===== src/ps2_pkg.sv =====
`default_nettype none

package ps2_pkg;

  // ----------------------------------------------------------------------
  // Register map, the 3-bit address is {wb_adr_i, wb_sel_i[1]}
  // ----------------------------------------------------------------------
  typedef enum logic [2:0] {
    PS2_DATA_REG  = 3'b000,  // Port 0x60, data in and out
    PS2_BATCH_REG = 3'b010,  // Port 0x62, read only batch flag
    PS2_CMD_REG   = 3'b100   // Port 0x64, status read and command write
  } ps2_reg_e;

  // ----------------------------------------------------------------------
  // Controller opcodes written to the command port
  // ----------------------------------------------------------------------
  typedef enum logic [7:0] {
    CMD_RD_CNTL   = 8'h20,  // Next data read returns the control byte
    CMD_WR_CNTL   = 8'h60,  // Next data write loads the control byte
    CMD_MSE_TEST  = 8'hA9,  // Mouse interface test
    CMD_SELF_TEST = 8'hAA,  // Controller self test
    CMD_MSE_WRITE = 8'hD4   // Next data write goes out to the mouse
  } ps2_cmd_e;

  // Control byte, bits 2 and 4..6 are kept but unused here
  localparam logic [7:0] CNTL_RESET    = 8'h47;
  localparam int         CNTL_INT_BIT  = 0;  // Keyboard IRQ enable
  localparam int         CNTL_INT2_BIT = 1;  // Mouse IRQ enable

  // Reply bytes for the test commands
  localparam logic [7:0] SELF_TEST_OK = 8'h55;
  localparam logic [7:0] MSE_TEST_OK  = 8'h00;

  // Status bits 3..1 as {SYS, A2, OBF}
  localparam logic [2:0] STAT_FIXED = 3'b101;
  localparam logic       STAT_INH   = 1'b1;  // Keyboard never inhibited

  // Batch port
  localparam logic [6:0] BATCH_TAG = 7'b1010000;  // Upper bits of port 0x62

  // ----------------------------------------------------------------------
  // Batch watchdog, one tick per BATCH_PRESCALE+1 clocks (0.1 ms at 12.5 MHz)
  // ----------------------------------------------------------------------
  localparam int BATCH_PRESCALE = 1250;
  localparam int BATCH_PRE_W    = 11;  // Holds 0..1250
  localparam int BATCH_CNT_W    = 5;   // Idle counter, top bit means 16+ ticks

endpackage

`default_nettype wire


===== src/ps2_batch_timer.sv =====
`timescale 1ns/10ps
`default_nettype none

module ps2_batch_timer (
  input  wire logic wb_clk_i,
  input  wire logic wb_rst_i,
  input  wire logic mse_irq_i,   // Mouse interrupt output
  output logic      new_batch_o  // Interrupt starts a new packet
);

  logic [ps2_pkg::BATCH_PRE_W-1:0] pre_cnt;   // Prescaler, counts down
  logic [ps2_pkg::BATCH_CNT_W-1:0] idle_cnt;  // Ticks since last irq
  logic                            tick;
  logic                            irq_q;
  logic                            irq_rise;

  // ----------------------------------------------------------------------
  // 0.1 ms prescaler
  // ----------------------------------------------------------------------
  assign tick = (pre_cnt == '0);

  always_ff @(posedge wb_clk_i or posedge wb_rst_i) begin
    if (wb_rst_i) begin
      pre_cnt <= ps2_pkg::BATCH_PRE_W'(ps2_pkg::BATCH_PRESCALE);
    end else if (tick) begin
      pre_cnt <= ps2_pkg::BATCH_PRE_W'(ps2_pkg::BATCH_PRESCALE);  // Reload
    end else begin
      pre_cnt <= pre_cnt - 1'b1;
    end
  end

  // Idle counter, held clear during the irq and saturating at all ones
  always_ff @(posedge wb_clk_i or posedge wb_rst_i) begin
    if (wb_rst_i) begin
      idle_cnt <= '0;
    end else if (mse_irq_i) begin
      idle_cnt <= '0;
    end else if (tick && !(&idle_cnt)) begin
      idle_cnt <= idle_cnt + 1'b1;
    end
  end

  // ----------------------------------------------------------------------
  // Sample the idle time on the irq rising edge
  // ----------------------------------------------------------------------
  assign irq_rise = mse_irq_i & ~irq_q;

  always_ff @(posedge wb_clk_i or posedge wb_rst_i) begin
    if (wb_rst_i) begin
      irq_q       <= 1'b0;
      new_batch_o <= 1'b0;
    end else begin
      irq_q <= mse_irq_i;
      if (irq_rise) new_batch_o <= idle_cnt[ps2_pkg::BATCH_CNT_W-1];  // 16+ ticks idle
    end
  end

  a_batch_on_rise: assert property (@(posedge wb_clk_i) disable iff (wb_rst_i)
    !$stable(new_batch_o) |-> $past(irq_rise))
    else $error("new_batch changed without an irq edge");

endmodule

`default_nettype wire


===== src/ps2_cmd_ctrl.sv =====
`timescale 1ns/10ps
`default_nettype none

module ps2_cmd_ctrl (
  input  wire logic       wb_clk_i,
  input  wire logic       wb_rst_i,
  input  wire logic [7:0] byte_i,           // Bus write byte
  input  wire logic       cmd_wr_i,
  input  wire logic       dat_wr_i,
  input  wire logic       dat_rd_i,
  input  wire logic [7:0] rx_byte_i,        // Mouse or keyboard byte
  input  wire logic       mse_done_i,       // Mouse finished sending
  output logic      [7:0] data_byte_o,      // Data port read value
  output logic            reply_pending_o,
  output logic            int_en_o,
  output logic            int2_en_o,
  output logic      [7:0] mse_dat_o,
  output logic            mse_send_o
);

  ps2_pkg::ps2_cmd_e cmd;
  logic        [7:0] cntl;       // Control byte
  logic              rd_cntl;    // Next data read returns cntl
  logic              wr_cntl;    // Next data write loads cntl
  logic              self_test;  // Next data read returns 0x55
  logic              mse_test;   // Next data read returns 0x00
  logic              mse_send;   // Next data write goes to the mouse

  assign cmd = ps2_pkg::ps2_cmd_e'(byte_i);

  // ----------------------------------------------------------------------
  // Command flags and control byte
  // ----------------------------------------------------------------------
  always_ff @(posedge wb_clk_i or posedge wb_rst_i) begin
    if (wb_rst_i) begin
      cntl      <= ps2_pkg::CNTL_RESET;
      rd_cntl   <= 1'b0;
      wr_cntl   <= 1'b0;
      self_test <= 1'b0;
      mse_test  <= 1'b0;
      mse_send  <= 1'b0;
    end else begin
      if (cmd_wr_i) begin
        case (cmd)
          ps2_pkg::CMD_RD_CNTL:   rd_cntl <= 1'b1;
          ps2_pkg::CMD_WR_CNTL: begin
            wr_cntl  <= 1'b1;
            mse_send <= 1'b0;  // Control write cancels a mouse send
          end
          ps2_pkg::CMD_MSE_WRITE: mse_send  <= 1'b1;
          ps2_pkg::CMD_SELF_TEST: self_test <= 1'b1;
          ps2_pkg::CMD_MSE_TEST:  mse_test  <= 1'b1;
          default: ;  // Other opcodes ignored
        endcase
      end else if (dat_rd_i) begin
        rd_cntl   <= 1'b0;  // Reply consumed
        self_test <= 1'b0;
        mse_test  <= 1'b0;
      end else if (dat_wr_i && wr_cntl) begin
        cntl    <= byte_i;
        wr_cntl <= 1'b0;
      end
      if (mse_send && mse_done_i) begin
        mse_send <= 1'b0;  // Mouse took the byte
      end
    end
  end

  assign reply_pending_o = rd_cntl | self_test | mse_test;

  // Reply bytes take priority over received data
  assign data_byte_o = rd_cntl   ? cntl :
                       self_test ? ps2_pkg::SELF_TEST_OK :
                       mse_test  ? ps2_pkg::MSE_TEST_OK : rx_byte_i;

  assign int_en_o  = cntl[ps2_pkg::CNTL_INT_BIT];
  assign int2_en_o = cntl[ps2_pkg::CNTL_INT2_BIT];

  // One pulse per data write while the send flag is armed
  assign mse_send_o = mse_send & dat_wr_i;
  assign mse_dat_o  = byte_i;

  a_send_on_write: assert property (@(posedge wb_clk_i) disable iff (wb_rst_i)
    mse_send_o |-> dat_wr_i)
    else $error("mouse send outside a data write");

endmodule

`default_nettype wire


===== src/ps2_ctrl.sv =====
`timescale 1ns/10ps
`default_nettype none

module ps2_ctrl (
  input  wire logic        wb_clk_i,
  input  wire logic        wb_rst_i,
  input  wire logic [15:0] wb_dat_i,
  output logic      [15:0] wb_dat_o,
  input  wire logic        wb_cyc_i,
  input  wire logic        wb_stb_i,
  input  wire logic  [2:1] wb_adr_i,
  input  wire logic  [1:0] wb_sel_i,
  input  wire logic        wb_we_i,
  output logic             wb_ack_o,
  output logic             wb_tgk_o,      // Keyboard IRQ
  output logic             wb_tgm_o,      // Mouse IRQ
  output logic       [7:0] mse_dat_o,     // Byte to the mouse
  output logic             mse_send_o,
  input  wire logic        mse_done_i,
  input  wire logic  [7:0] mse_rx_dat_i,  // Byte from the mouse
  input  wire logic        mse_rdy_i,
  input  wire logic        mse_toer_i,
  input  wire logic        mse_over_i,
  input  wire logic  [7:0] kbd_dat_i,
  input  wire logic        kbd_rdy_i,
  output logic             kbd_rd_o
);

  logic [7:0] wr_byte;
  logic       dat_wr;
  logic       dat_rd;
  logic       cmd_wr;
  logic [7:0] data_byte;
  logic       reply_pending;
  logic       int_en;
  logic       int2_en;
  logic [7:0] rx_byte;
  logic [7:0] status;
  logic       new_batch;

  ps2_wb_slave u_wb_slave (
    .wb_clk_i    (wb_clk_i),
    .wb_dat_i    (wb_dat_i),
    .wb_dat_o    (wb_dat_o),
    .wb_adr_i    (wb_adr_i),
    .wb_sel_i    (wb_sel_i),
    .wb_cyc_i    (wb_cyc_i),
    .wb_stb_i    (wb_stb_i),
    .wb_we_i     (wb_we_i),
    .wb_ack_o    (wb_ack_o),
    .byte_o      (wr_byte),
    .dat_wr_o    (dat_wr),
    .dat_rd_o    (dat_rd),
    .cmd_wr_o    (cmd_wr),
    .data_byte_i (data_byte),
    .status_i    (status),
    .new_batch_i (new_batch)
  );

  ps2_cmd_ctrl u_cmd_ctrl (
    .wb_clk_i        (wb_clk_i),
    .wb_rst_i        (wb_rst_i),
    .byte_i          (wr_byte),
    .cmd_wr_i        (cmd_wr),
    .dat_wr_i        (dat_wr),
    .dat_rd_i        (dat_rd),
    .rx_byte_i       (rx_byte),
    .mse_done_i      (mse_done_i),
    .data_byte_o     (data_byte),
    .reply_pending_o (reply_pending),
    .int_en_o        (int_en),
    .int2_en_o       (int2_en),
    .mse_dat_o       (mse_dat_o),
    .mse_send_o      (mse_send_o)
  );

  ps2_rx_select u_rx_select (
    .wb_clk_i        (wb_clk_i),
    .wb_rst_i        (wb_rst_i),
    .mse_rdy_i       (mse_rdy_i),
    .mse_rx_dat_i    (mse_rx_dat_i),
    .kbd_dat_i       (kbd_dat_i),
    .kbd_rdy_i       (kbd_rdy_i),
    .dat_rd_i        (dat_rd),
    .reply_pending_i (reply_pending),
    .int_en_i        (int_en),
    .int2_en_i       (int2_en),
    .mse_done_i      (mse_done_i),
    .mse_toer_i      (mse_toer_i),
    .mse_over_i      (mse_over_i),
    .rx_byte_o       (rx_byte),
    .kbd_rd_o        (kbd_rd_o),
    .status_o        (status),
    .wb_tgk_o        (wb_tgk_o),
    .wb_tgm_o        (wb_tgm_o)
  );

  // Watchdog runs off the gated mouse IRQ
  ps2_batch_timer u_batch_timer (
    .wb_clk_i    (wb_clk_i),
    .wb_rst_i    (wb_rst_i),
    .mse_irq_i   (wb_tgm_o),
    .new_batch_o (new_batch)
  );

endmodule

`default_nettype wire


===== src/ps2_rx_select.sv =====
`timescale 1ns/10ps
`default_nettype none

module ps2_rx_select (
  input  wire logic       wb_clk_i,
  input  wire logic       wb_rst_i,
  input  wire logic       mse_rdy_i,        // Mouse byte ready pulse
  input  wire logic [7:0] mse_rx_dat_i,
  input  wire logic [7:0] kbd_dat_i,
  input  wire logic       kbd_rdy_i,        // Keyboard FIFO not empty
  input  wire logic       dat_rd_i,
  input  wire logic       reply_pending_i,  // Command reply still waiting
  input  wire logic       int_en_i,
  input  wire logic       int2_en_i,
  input  wire logic       mse_done_i,
  input  wire logic       mse_toer_i,
  input  wire logic       mse_over_i,
  output logic      [7:0] rx_byte_o,
  output logic            kbd_rd_o,         // Pops the keyboard FIFO
  output logic      [7:0] status_o,
  output logic            wb_tgk_o,
  output logic            wb_tgm_o
);

  logic mse_int;  // Mouse receive interrupt latch
  logic host_rd;  // Data read that takes received data
  logic ibf;

  // A read with a reply pending returns the reply, not device data
  assign host_rd = dat_rd_i & ~reply_pending_i;

  // ----------------------------------------------------------------------
  // Mouse interrupt latch, a host read wins over a new byte
  // ----------------------------------------------------------------------
  always_ff @(posedge wb_clk_i or posedge wb_rst_i) begin
    if (wb_rst_i) begin
      mse_int <= 1'b0;
    end else begin
      if (mse_rdy_i) mse_int <= 1'b1;
      if (host_rd)   mse_int <= 1'b0;
    end
  end

  // Mouse byte first, keyboard only when no mouse byte waits
  assign rx_byte_o = mse_int ? mse_rx_dat_i : kbd_dat_i;
  assign kbd_rd_o  = host_rd & ~mse_int;

  // Interrupt outputs gated by the control byte enables
  assign wb_tgm_o = mse_int   & int2_en_i;
  assign wb_tgk_o = kbd_rdy_i & int_en_i;

  // ----------------------------------------------------------------------
  // Status byte {PERR, TO, MOBF, INH, SYS, A2, OBF, IBF}
  // ----------------------------------------------------------------------
  assign ibf      = mse_int | kbd_rdy_i | reply_pending_i;
  assign status_o = {mse_over_i, mse_toer_i, mse_done_i, ps2_pkg::STAT_INH,
                     ps2_pkg::STAT_FIXED, ibf};

  // Keyboard pops only when neither a reply nor a mouse byte is due
  a_kbd_rd_excl: assert property (@(posedge wb_clk_i) disable iff (wb_rst_i)
    kbd_rd_o |-> !mse_int && !reply_pending_i)
    else $error("keyboard read while mouse byte or reply pending");

endmodule

`default_nettype wire


===== src/ps2_wb_slave.sv =====
`timescale 1ns/10ps
`default_nettype none

module ps2_wb_slave (
  input  wire logic        wb_clk_i,
  input  wire logic [15:0] wb_dat_i,
  output logic      [15:0] wb_dat_o,
  input  wire logic  [2:1] wb_adr_i,
  input  wire logic  [1:0] wb_sel_i,
  input  wire logic        wb_cyc_i,
  input  wire logic        wb_stb_i,
  input  wire logic        wb_we_i,
  output logic             wb_ack_o,
  output logic       [7:0] byte_o,       // Write byte from the selected lane
  output logic             dat_wr_o,     // Data port write strobe
  output logic             dat_rd_o,     // Data port read strobe
  output logic             cmd_wr_o,     // Command port write strobe
  input  wire logic  [7:0] data_byte_i,  // Data port read value
  input  wire logic  [7:0] status_i,     // Status byte
  input  wire logic        new_batch_i   // Batch watchdog flag
);

  ps2_pkg::ps2_reg_e reg_adr;
  logic              wr_acc;
  logic              rd_acc;
  logic              dat_sel;
  logic              cmd_sel;
  logic              batch_sel;
  logic        [7:0] rd_byte;

  // Byte address, the high select line stands in for A0
  assign reg_adr = ps2_pkg::ps2_reg_e'({wb_adr_i, wb_sel_i[1]});

  assign dat_sel   = (reg_adr == ps2_pkg::PS2_DATA_REG);
  assign cmd_sel   = (reg_adr == ps2_pkg::PS2_CMD_REG);
  assign batch_sel = (reg_adr == ps2_pkg::PS2_BATCH_REG);

  // ----------------------------------------------------------------------
  // Immediate acknowledge, no wait states
  // ----------------------------------------------------------------------
  assign wb_ack_o = wb_stb_i & wb_cyc_i;
  assign wr_acc   = wb_ack_o &  wb_we_i;
  assign rd_acc   = wb_ack_o & ~wb_we_i;

  assign dat_wr_o = dat_sel & wr_acc;
  assign dat_rd_o = dat_sel & rd_acc;
  assign cmd_wr_o = cmd_sel & wr_acc;

  // Low lane when sel[0] is set, else high lane
  assign byte_o = wb_sel_i[0] ? wb_dat_i[7:0] : wb_dat_i[15:8];

  // Read data select, status is the fallback
  assign rd_byte = batch_sel ? {ps2_pkg::BATCH_TAG, new_batch_i} :
                   dat_sel   ? data_byte_i : status_i;

  // Same lane as the access, the other lane reads zero
  assign wb_dat_o = wb_sel_i[0] ? {8'h00, rd_byte} : {rd_byte, 8'h00};

  // Every strobe comes from an acknowledged cycle, never two at once
  a_ack_stb: assert property (@(posedge wb_clk_i)
    wb_ack_o |-> wb_stb_i && !(dat_wr_o && dat_rd_o))
    else $error("ack without strobe or overlapping strobes");

endmodule

`default_nettype wire


===== config.mk =====
export PLATFORM = sky130hd
export DESIGN_NAME = ps2_ctrl
export DESIGN_NICKNAME = d
export VERILOG_FILES = /design/src/ps2_pkg.sv /design/src/ps2_batch_timer.sv /design/src/ps2_cmd_ctrl.sv /design/src/ps2_ctrl.sv /design/src/ps2_rx_select.sv /design/src/ps2_wb_slave.sv
export SDC_FILE = /design/constraint.sdc
export NUM_CORES = 1
export LEC_CHECK = 0
export ABC_CLOCK_PERIOD_IN_PS = 5500
export BUFFER_PORTS_ARGS = -buffer_cell sky130_fd_sc_hd__buf_2
export CAP_MARGIN = 20
export CORE_ASPECT_RATIO = 1.2
export CORE_MARGIN = 10
export CORE_UTILIZATION = 53
export CTS_CLUSTER_SIZE = 30
export DETAILED_ROUTE_END_ITERATION = 6
export PLACE_DENSITY_LB_ADDON = 0.15
export RECOVER_POWER = 25
export SLEW_MARGIN = 30
export SYNTH_ARGS = -nofsm -noshare
export SYNTH_HDL_FRONTEND = slang
export SYNTH_SLANG_ARGS = --single-unit

===== constraint.sdc =====
create_clock -name wb_clk_i -period 5.5 [get_ports wb_clk_i]
set_input_delay 1.1 -clock wb_clk_i [delete_from_list [all_inputs] [get_ports wb_clk_i]]
set_output_delay 1.1 -clock wb_clk_i [all_outputs]
set_load 0.01 [all_outputs]

# Word-level counts from Yosys, hierarchy flattened
# Index checks and enable logic that the tools add are counted.
# word_totals
wordCells,93
in_bits,46
out_inout_bits,29
regBits,32
# op_classes
n_mux,27
reduce_logical,19
n_addsub,2
bitwise_logic,22
eq_ne,12
# op_table
op,count
two-way mux 8 bit,7
"== test 8 bit, second input constant",3
two-way mux 16 bit,1
two-way mux 1 bit,15
bitwise AND 1 bit,12
logical NOT 11 bit,1
two-way mux 11 bit,1
"subtractor 11 x 1 -> 11 bit, second input constant",1
two-way mux 5 bit,2
nonzero test 2 bit,5
"== test 8 x 6 -> 1 bit, second input constant",1
"== test 8 x 7 -> 1 bit, second input constant",1
"!= test 2 x 1 -> 1 bit, second input constant",4
AND reduction 2 bit,4
NOT 1 bit,6
AND reduction 3 bit,2
"adder 5 x 1 -> 5 bit, second input constant",1
AND reduction 5 bit,1
OR 1 bit,4
"== test 3 x 2 -> 1 bit, second input constant",1
"== test 3 bit, second input constant",1
logical AND 1 bit,3
logical NOT 3 bit,1
nonzero test 3 bit,1
3 further kinds,3

# Depth between registers and ports, before layout
# Gate-level depths: netlist of the first run.
# logic_depth
word_depth,7
ltp_mapped,7
ltp_nobuf,7

# Modules after synthesis
# A second synthesis of the first run with hierarchy kept.
# hier_totals
cells_unflattened,243
hier_area_um2,2384.8
# modules_own_cells
module,seq_area_each_um2,n_inst,cells_each,area_each_um2
ps2_batch_timer,456.7,1,89,958.4
ps2_cmd_ctrl,330.3,1,72,759.5
ps2_wb_slave,0.0,1,54,402.9
ps2_rx_select,25.0,1,28,264.0

# Worst setup path before layout of the first run
# OpenSTA, ideal clock, no wires.
# synth_path
path_kind,in2out
from,in wb_adr_i[1] (netlist bit)
to,out kbd_rd_o
required_ps,4400
arrival_time_ps,2062
stages,4
slack_ps,2338
path_cell_list,nor3_1 -> clkbuf_1 -> nand3b_1 -> nor3_1
# synth_between
elab_chain_len,4
# synth_lines
item,line,text
from (decl),ps2_ctrl.sv:11,"input wire logic [2:1] wb_adr_i,"
logical NOT 3 bit,ps2_wb_slave.sv:34,assign dat_sel = (reg_adr == ps2_pkg::PS2_DATA_REG);
bitwise AND 1 bit,ps2_wb_slave.sv:46,assign dat_rd_o = dat_sel & rd_acc;
bitwise AND 1 bit,ps2_rx_select.sv:30,assign host_rd = dat_rd_i & ~reply_pending_i;
bitwise AND 1 bit,ps2_rx_select.sv:46,assign kbd_rd_o = host_rd & ~mse_int;
to (decl),ps2_ctrl.sv:26,output logic kbd_rd_o
# No other way between the ends.

# Worst setup path in the final report of the first run
# layout_path
from,in wb_adr_i[1] (netlist bit)
to,out wb_dat_o[0]
# layout_between
elab_chain_len,4
elab_cells_between_ends,5
# layout_lines
item,line,text
logical NOT 3 bit,ps2_wb_slave.sv:34,
two-way mux 8 bit,ps2_wb_slave.sv:54,dat_sel ? data_byte_i : status_i;
two-way mux 8 bit *,ps2_wb_slave.sv:53,"assign rd_byte = batch_sel ? {ps2_pkg::BATCH_TAG, new_batch_i} :"
two-way mux 16 bit *,ps2_wb_slave.sv:57,"assign wb_dat_o = wb_sel_i[0] ? {8'h00, rd_byte} : {rd_byte, 8'h00};"
to (decl),ps2_ctrl.sv:8,"output logic [15:0] wb_dat_o,"
# Every way passes the cells marked *; elsewhere a longest branch is shown, timed or not.

==> out/summary.txt, run 1 <==
CTS Buf Count = 5
Synth top cells by count = nor2_1, dfrtp_1, nand2_1
Area Growth Syn to Fin = 26.01%
Placer Congestion = 0.8094
FMAX = 282.9 MHz
HP Start = u_batch_timer.pre_cnt[0]
Top Layer Used = met4
FP Rows = 24
WS Path Type = input port to output port
layout cell share with drive strength beyond 1 = 35.29%
RSZ-0062 raised after global routing = false
synthesized area = 2068 µm²
Met3 Routed Length = 424 µm
DR DRC count = 0
reg2reg path depth = 7
EDFF count, synth = 0
antenna violations before repair = 0
Port Buffer Count = 74
Met2 Wirelength = 2855 µm
fill count = 314
Yosys top cell area share = 27.83%
Non-Filler Instances = 358
period utilization = 64.27%
H-tree levels = 2
Synth area leader = dfrtp_1
cts hold-fix bufs = 0
largest net degree at the start of global routing = 33
WL final = 5858 µm
global router's overall resource usage = 17.74%
asr flop ratio synth = 100.0%
Post-CTS Setup Bufs = 0
Worst Tran Pin Value = 1.612 ns
DIE HEIGHT = 88.43 µm
Comb pwr share = 14.3%
min cycle time layout = 3.535 ns
failing checks = max-capacitance violations, max-slew violations
largest cells by area after synthesis = dfrtp_1, dfstp_2, mux2i_1, nor2_1, mux2_2
Int Pwr = 430.7 µW
critical path data arrival time = 2.43 ns
vias per inst = 5.383
status = finished, violations left
TNS Setup = 0 ns
Core Box Area = 3694 µm²
maxcap violations = 1
Layout Nets = 355
Regs by FF count = u_batch_timer.pre_cnt (11), u_cmd_ctrl.cntl (8), u_batch_timer.idle_cnt (5)
Seq cells post-synth = 32
Starting Density = 56.00%
crit path from = wb_adr_i[1]
PD cells = 215.5 nW/µm²
hold slack = 0.4863 ns
Mapped Cells = 231
final hold violation count = 0
Initial DRC Count = 98
worst hold stages = 1
peak supply drop = 0.2177 mV
reg2reg setup slack = 3.34 ns
synth unique cells = 48
post-layout util = 70.56%
Via Count = 1927
largest register by flop count = u_batch_timer.pre_cnt
Post-Route M1 WL = 2344 µm
post-synthesis sequential area ratio = 39.26%
ant diodes = 0
part of the power in the clock network = 43.4%
Hold Crit Class = register to register
Seq pwr share = 42.3%
vias in the first global route = 2076
Tot Pwr = 561.7 µW
final setup vio count = 0
first-pass GRT wire length = 9763 µm
DR pass1 iterations = 4
Avg Cell Area, Syn = 8.953 µm²
CTS root buf = clkbuf_8
most instantiated library cell after synthesis = nor2_1
Die X = 77.03 µm
Final Max Slew Viols = 33
Sink Count = 32
Worst Setup End Kind = output port
grt ovf = 0
skew final = 0.004567 ns
CTS tree = built
Ports = 75
Worst-path clk slew = 0.06 ns
CTS resizes = 0
Avg WL per Cell = 16.36 µm
required time of the critical path = 4.40 ns
dpl cells = 350
Final ANT Viol Nets = 0
Top FF cell, synth = dfrtp_1
total net switching power = 131.0 µW
Sw Ratio = 23.32%
worst r2r src = u_batch_timer.idle_cnt[0]
Ys Warns = 0
slew margin rel. = -7.463%
Die ar. = 6811 µm²
Startpoint Class = input port
Mapped Nets = 281
later-pin clock latency in the skew report = 0.28 ns
DP Wirelength = 4672 µm
worst-path maximum fanout = 5
max reg flops = 11
Max Root-Sink Buffers = 2
P_leak = 1.322 nW
## worst paths after layout
| path | end |
|---|---|
| setup / recovery | wb_dat_o[0] |
| hold / removal | u_batch_timer.pre_cnt[0] |
| setup reg to reg | u_batch_timer.idle_cnt[3] |
| hold reg to reg | u_batch_timer.pre_cnt[0] |
| max in group asynchronous | u_batch_timer.pre_cnt[3] |
| min in group asynchronous | u_batch_timer.new_batch_o |
## power by group through the flow
stage               Combinational [mW]  Clock [mW]  Sequential, mW
finish                          0.0803       0.244           0.238
global route                    0.0901       0.261           0.238
CTS                             0.0815       0.251           0.238
detailed placement              0.0810           0           0.242
global placement                0.0803           0           0.242
floorplan                       0.0414           0           0.241
## layout make-up
cell class                      instances  area (µm²)  area share, %
Clock buffer                            7       96.34          3.697
Multi-Input combinational cell        180        1187          45.56
Sequential cell                        32       812.0          31.16
Timing Repair Buffer                   75       374.1          14.35
Clock inverter                          1       30.03          1.152
Inverter                               11       41.29          1.584
Tap cell                               52       65.06          2.496
## routing by layer
| layer | track usage [%] | vias up |
|---|---|---|
| li1 | - | 965 |
| met1 | 18.97 | 875 |
| met2 | 30.08 | 70 |
| met3 | 5.882 | 17 |
| met4 | 11.13 | 0 |
| met5 | 0 | - |
## cell usage in the layout (no fill, tap or decap), types with 2 or more instances in the layout
master and count:
buf_2 74, nor2_1 32, nand2_1 23, dfrtp_1 23, mux2i_1 12, o21ai_0 12, inv_1 11, dfstp_2 9
mux2_2 8, a21oi_1 8, nor3_1 7, clkbuf_8 7, and2_1 6, xor2_1 6, nand3_1 6, and3_1 5
or3_1 4, ha_1 4, nand2b_1 3, a31oi_1 3, nand4_1 3, nand3b_1 3, nor2b_1 3, xnor2_1 3
o22a_1 2, and4bb_2 2, a211oi_1 2, o211ai_1 2
## worst max-delay path: stages
cell and delay [ns]:
buf_2 0.12, or3_1 0.47, a21oi_1 0.24, a211oi_1 0.13, nor3_1 0.20, buf_2 0.17
## cells by family (layout without fill, tap and decap cells)
kind of cell / count (synthesis) / count (layout) / synth area share [%]
AO/OA/AOI/OAI: 40 / 40 / 12.83
buffers and inverters: 19 / 94 / 3.569
flip-flops: 32 / 32 / 39.26
XOR/XNOR: 9 / 9 / 3.811
AND/OR/NAND/NOR: 107 / 107 / 27.95
adder cells (fa/ha/maj): 4 / 4 / 2.420
multiplexers: 20 / 20 / 10.16
## metrics by stage
stage / setup WS, ns / area (µm²)
2_1_floorplan: 2.338 / 2068
3_3_place_gp: 1.694 / 2479
5_1_grt: 1.820 / 2606
6_report: 1.965 / 2606
3_5_place_dp: 1.695 / 2479
4_1_cts: 1.703 / 2605
Note: power is estimated with default switching activity, not from simulation.
==> inputs of run 2 (changes only) <==
ABC_CLOCK_PERIOD_IN_PS = 2850   (was 5500)
CORE_UTILIZATION = 45   (was 53)
clock period = 2.85 ns   (was 5.5 ns; I/O delays follow)
==> run 2 against run 1 <==
Compared with the run above: the run still ends with max-capacitance violations, max-slew violations left; hold slack worse by 0.0017 ns; sequential power up 93%; register-to-register slack worse by 2.6 ns; utilization down 11 points; largest power group is now sequential cells.
==> out/summary.txt, run 2 (synthesis gave the netlist of run 1 again) <==
CTS root buf = clkbuf_8
Via Count = 1925
final setup vio count = 0
Layout Nets = 357
Final ANT Viol Nets = 0
WL final = 5848 µm
cts hold-fix bufs = 0
Avg WL per Cell = 16.07 µm
Core Box Area = 4359 µm²
TNS Setup = 0 ns
part of the power in the clock network = 36.1%
DR pass1 iterations = 4
reg2reg path depth = 7
Initial DRC Count = 75
antenna violations before repair = 0
Hold Crit Class = register to register
FP Rows = 26
Post-Place Setup Slack = 0.4545 ns
maxcap violations = 1
hold slack = 0.4846 ns
later-pin clock latency in the skew report = 0.27 ns
Starting Density = 47.45%
ant diodes = 0
Sw Ratio = 25.50%
worst hold stages = 1
Placer Congestion = 0.8959
status = finished, violations left
H-tree levels = 2
slew margin rel. = -11.48%
placed cell areas = 2499 µm²
critical path data arrival time = 2.04 ns
CTS Buf Count = 5
total net switching power = 245.0 µW
global router's overall resource usage = 15.35%
FMAX = 382.8 MHz
grt ovf = 0
DR DRC count = 0
commonest non-fill, non-tap cells in the layout = buf_2, nor2_1, nand2_1, dfrtp_1
Worst Setup End Kind = output port
Startpoint Class = register
period utilization = 91.66%
Final Max Slew Viols = 33
P_leak = 1.318 nW
Seq pwr share = 47.7%
CTS tree = built
WS Path Type = register to output port
Comb pwr share = 16.2%
Die X = 81.89 µm
min cycle time layout = 2.612 ns
Regs by FF count = u_batch_timer.pre_cnt (11), u_cmd_ctrl.cntl (8), u_batch_timer.idle_cnt (5)
leading cell type in the layout, fill and taps excluded = buf_2
layout cell share with drive strength beyond 1 = 35.39%
dpl cells = 356
largest register by flop count = u_batch_timer.pre_cnt
vias per inst = 5.288
final hold violation count = 0
fill count = 412
worst-path maximum fanout = 12
max reg flops = 11
Int Pwr = 715.9 µW
failing checks = max-capacitance violations, max-slew violations
Die ar. = 7719 µm²
vias in the first global route = 2011
min setup slack post-route = 0.2377 ns
largest net degree at the start of global routing = 33
RSZ-0062 raised after global routing = false
Area Growth Syn to Fin = 25.11%
Non-Filler Instances = 364
Port Buffer Count = 74
peak supply drop = 0.2190 mV
Max Root-Sink Buffers = 2
Sink Count = 32
finished layout cell area = 2587 µm²
CTS resizes = 0
DP Wirelength = 4777 µm
PD cells = 371.3 nW/µm²
Ports = 75
DIE HEIGHT = 94.27 µm
Worst Tran Pin Value = 1.672 ns
Worst-path clk slew = 0.06 ns
skew final = 0.004068 ns
Post-CTS Setup Bufs = 0
first-pass GRT wire length = 9528 µm
required time of the critical path = 2.28 ns
[run 2: cell types whose count changed in the layout (fill, tap and decap cells not counted), sizes merged]
cell,delta
clkbuf,-1
bufinv,-1
clkinv,+2
buf,+2
[run 2: worst max-delay path, cell delays in order (launching register included)]
cell and delay, ns:
dfrtp_1 0.68, mux2_2 0.40, a221oi_1 0.24, o21ai_0 0.13, and2_1 0.18, buf_2 0.13
[run 2: worst paths after layout]
path                                            from                   endpoint  slack [ns]
min                         u_batch_timer.pre_cnt[0]   u_batch_timer.pre_cnt[0]        0.48
min in group asynchronous                   wb_rst_i   u_batch_timer.pre_cnt[9]        0.87
max                              u_rx_select.mse_int               wb_dat_o[15]        0.24
min reg2reg                 u_batch_timer.pre_cnt[0]   u_batch_timer.pre_cnt[0]        0.48
max reg2reg                u_batch_timer.idle_cnt[0]  u_batch_timer.idle_cnt[3]        0.74
max in group asynchronous                   wb_rst_i   u_batch_timer.pre_cnt[8]        1.01
[run 2: metal layers]
metal,vias up,wire [µm],track usage [%]
met5,-,0,0
met4,0,40,4.261
met3,4,509,4.406
met2,60,2945,26.96
met1,891,2354,17.40
li1,970,-,-
[run 2: layout make-up]
type                    count  area [µm²]  share of cell area (%)
clock buffers               6       82.58                   3.191
clock inverters             2       10.01                  0.3868
well taps                  56       70.07                   2.708
inverters                  11       41.29                   1.596
multi-input cells         180        1182                   45.70
flip-flops and latches     32       812.0                   31.38
repair buffers             77       389.1                   15.04
[run 2: power groups by stage]
stage                     clock network, mW  logic, mW  registers [mW]
after floorplan                           0     0.0799           0.465
after global placement                    0      0.156           0.466
after detailed placement                  0      0.158           0.466
after CTS                             0.360      0.158           0.458
after global routing                  0.384      0.172           0.458
final                                 0.346      0.156           0.459
[run 2: metrics by stage]
stage	util (%)	power, mW
global placement	57.32	0.6227
detailed placement	57.32	0.6242
floorplan	-	0.5447
finish	59.36	0.9608
CTS	59.44	0.9765
global route	59.36	1.015
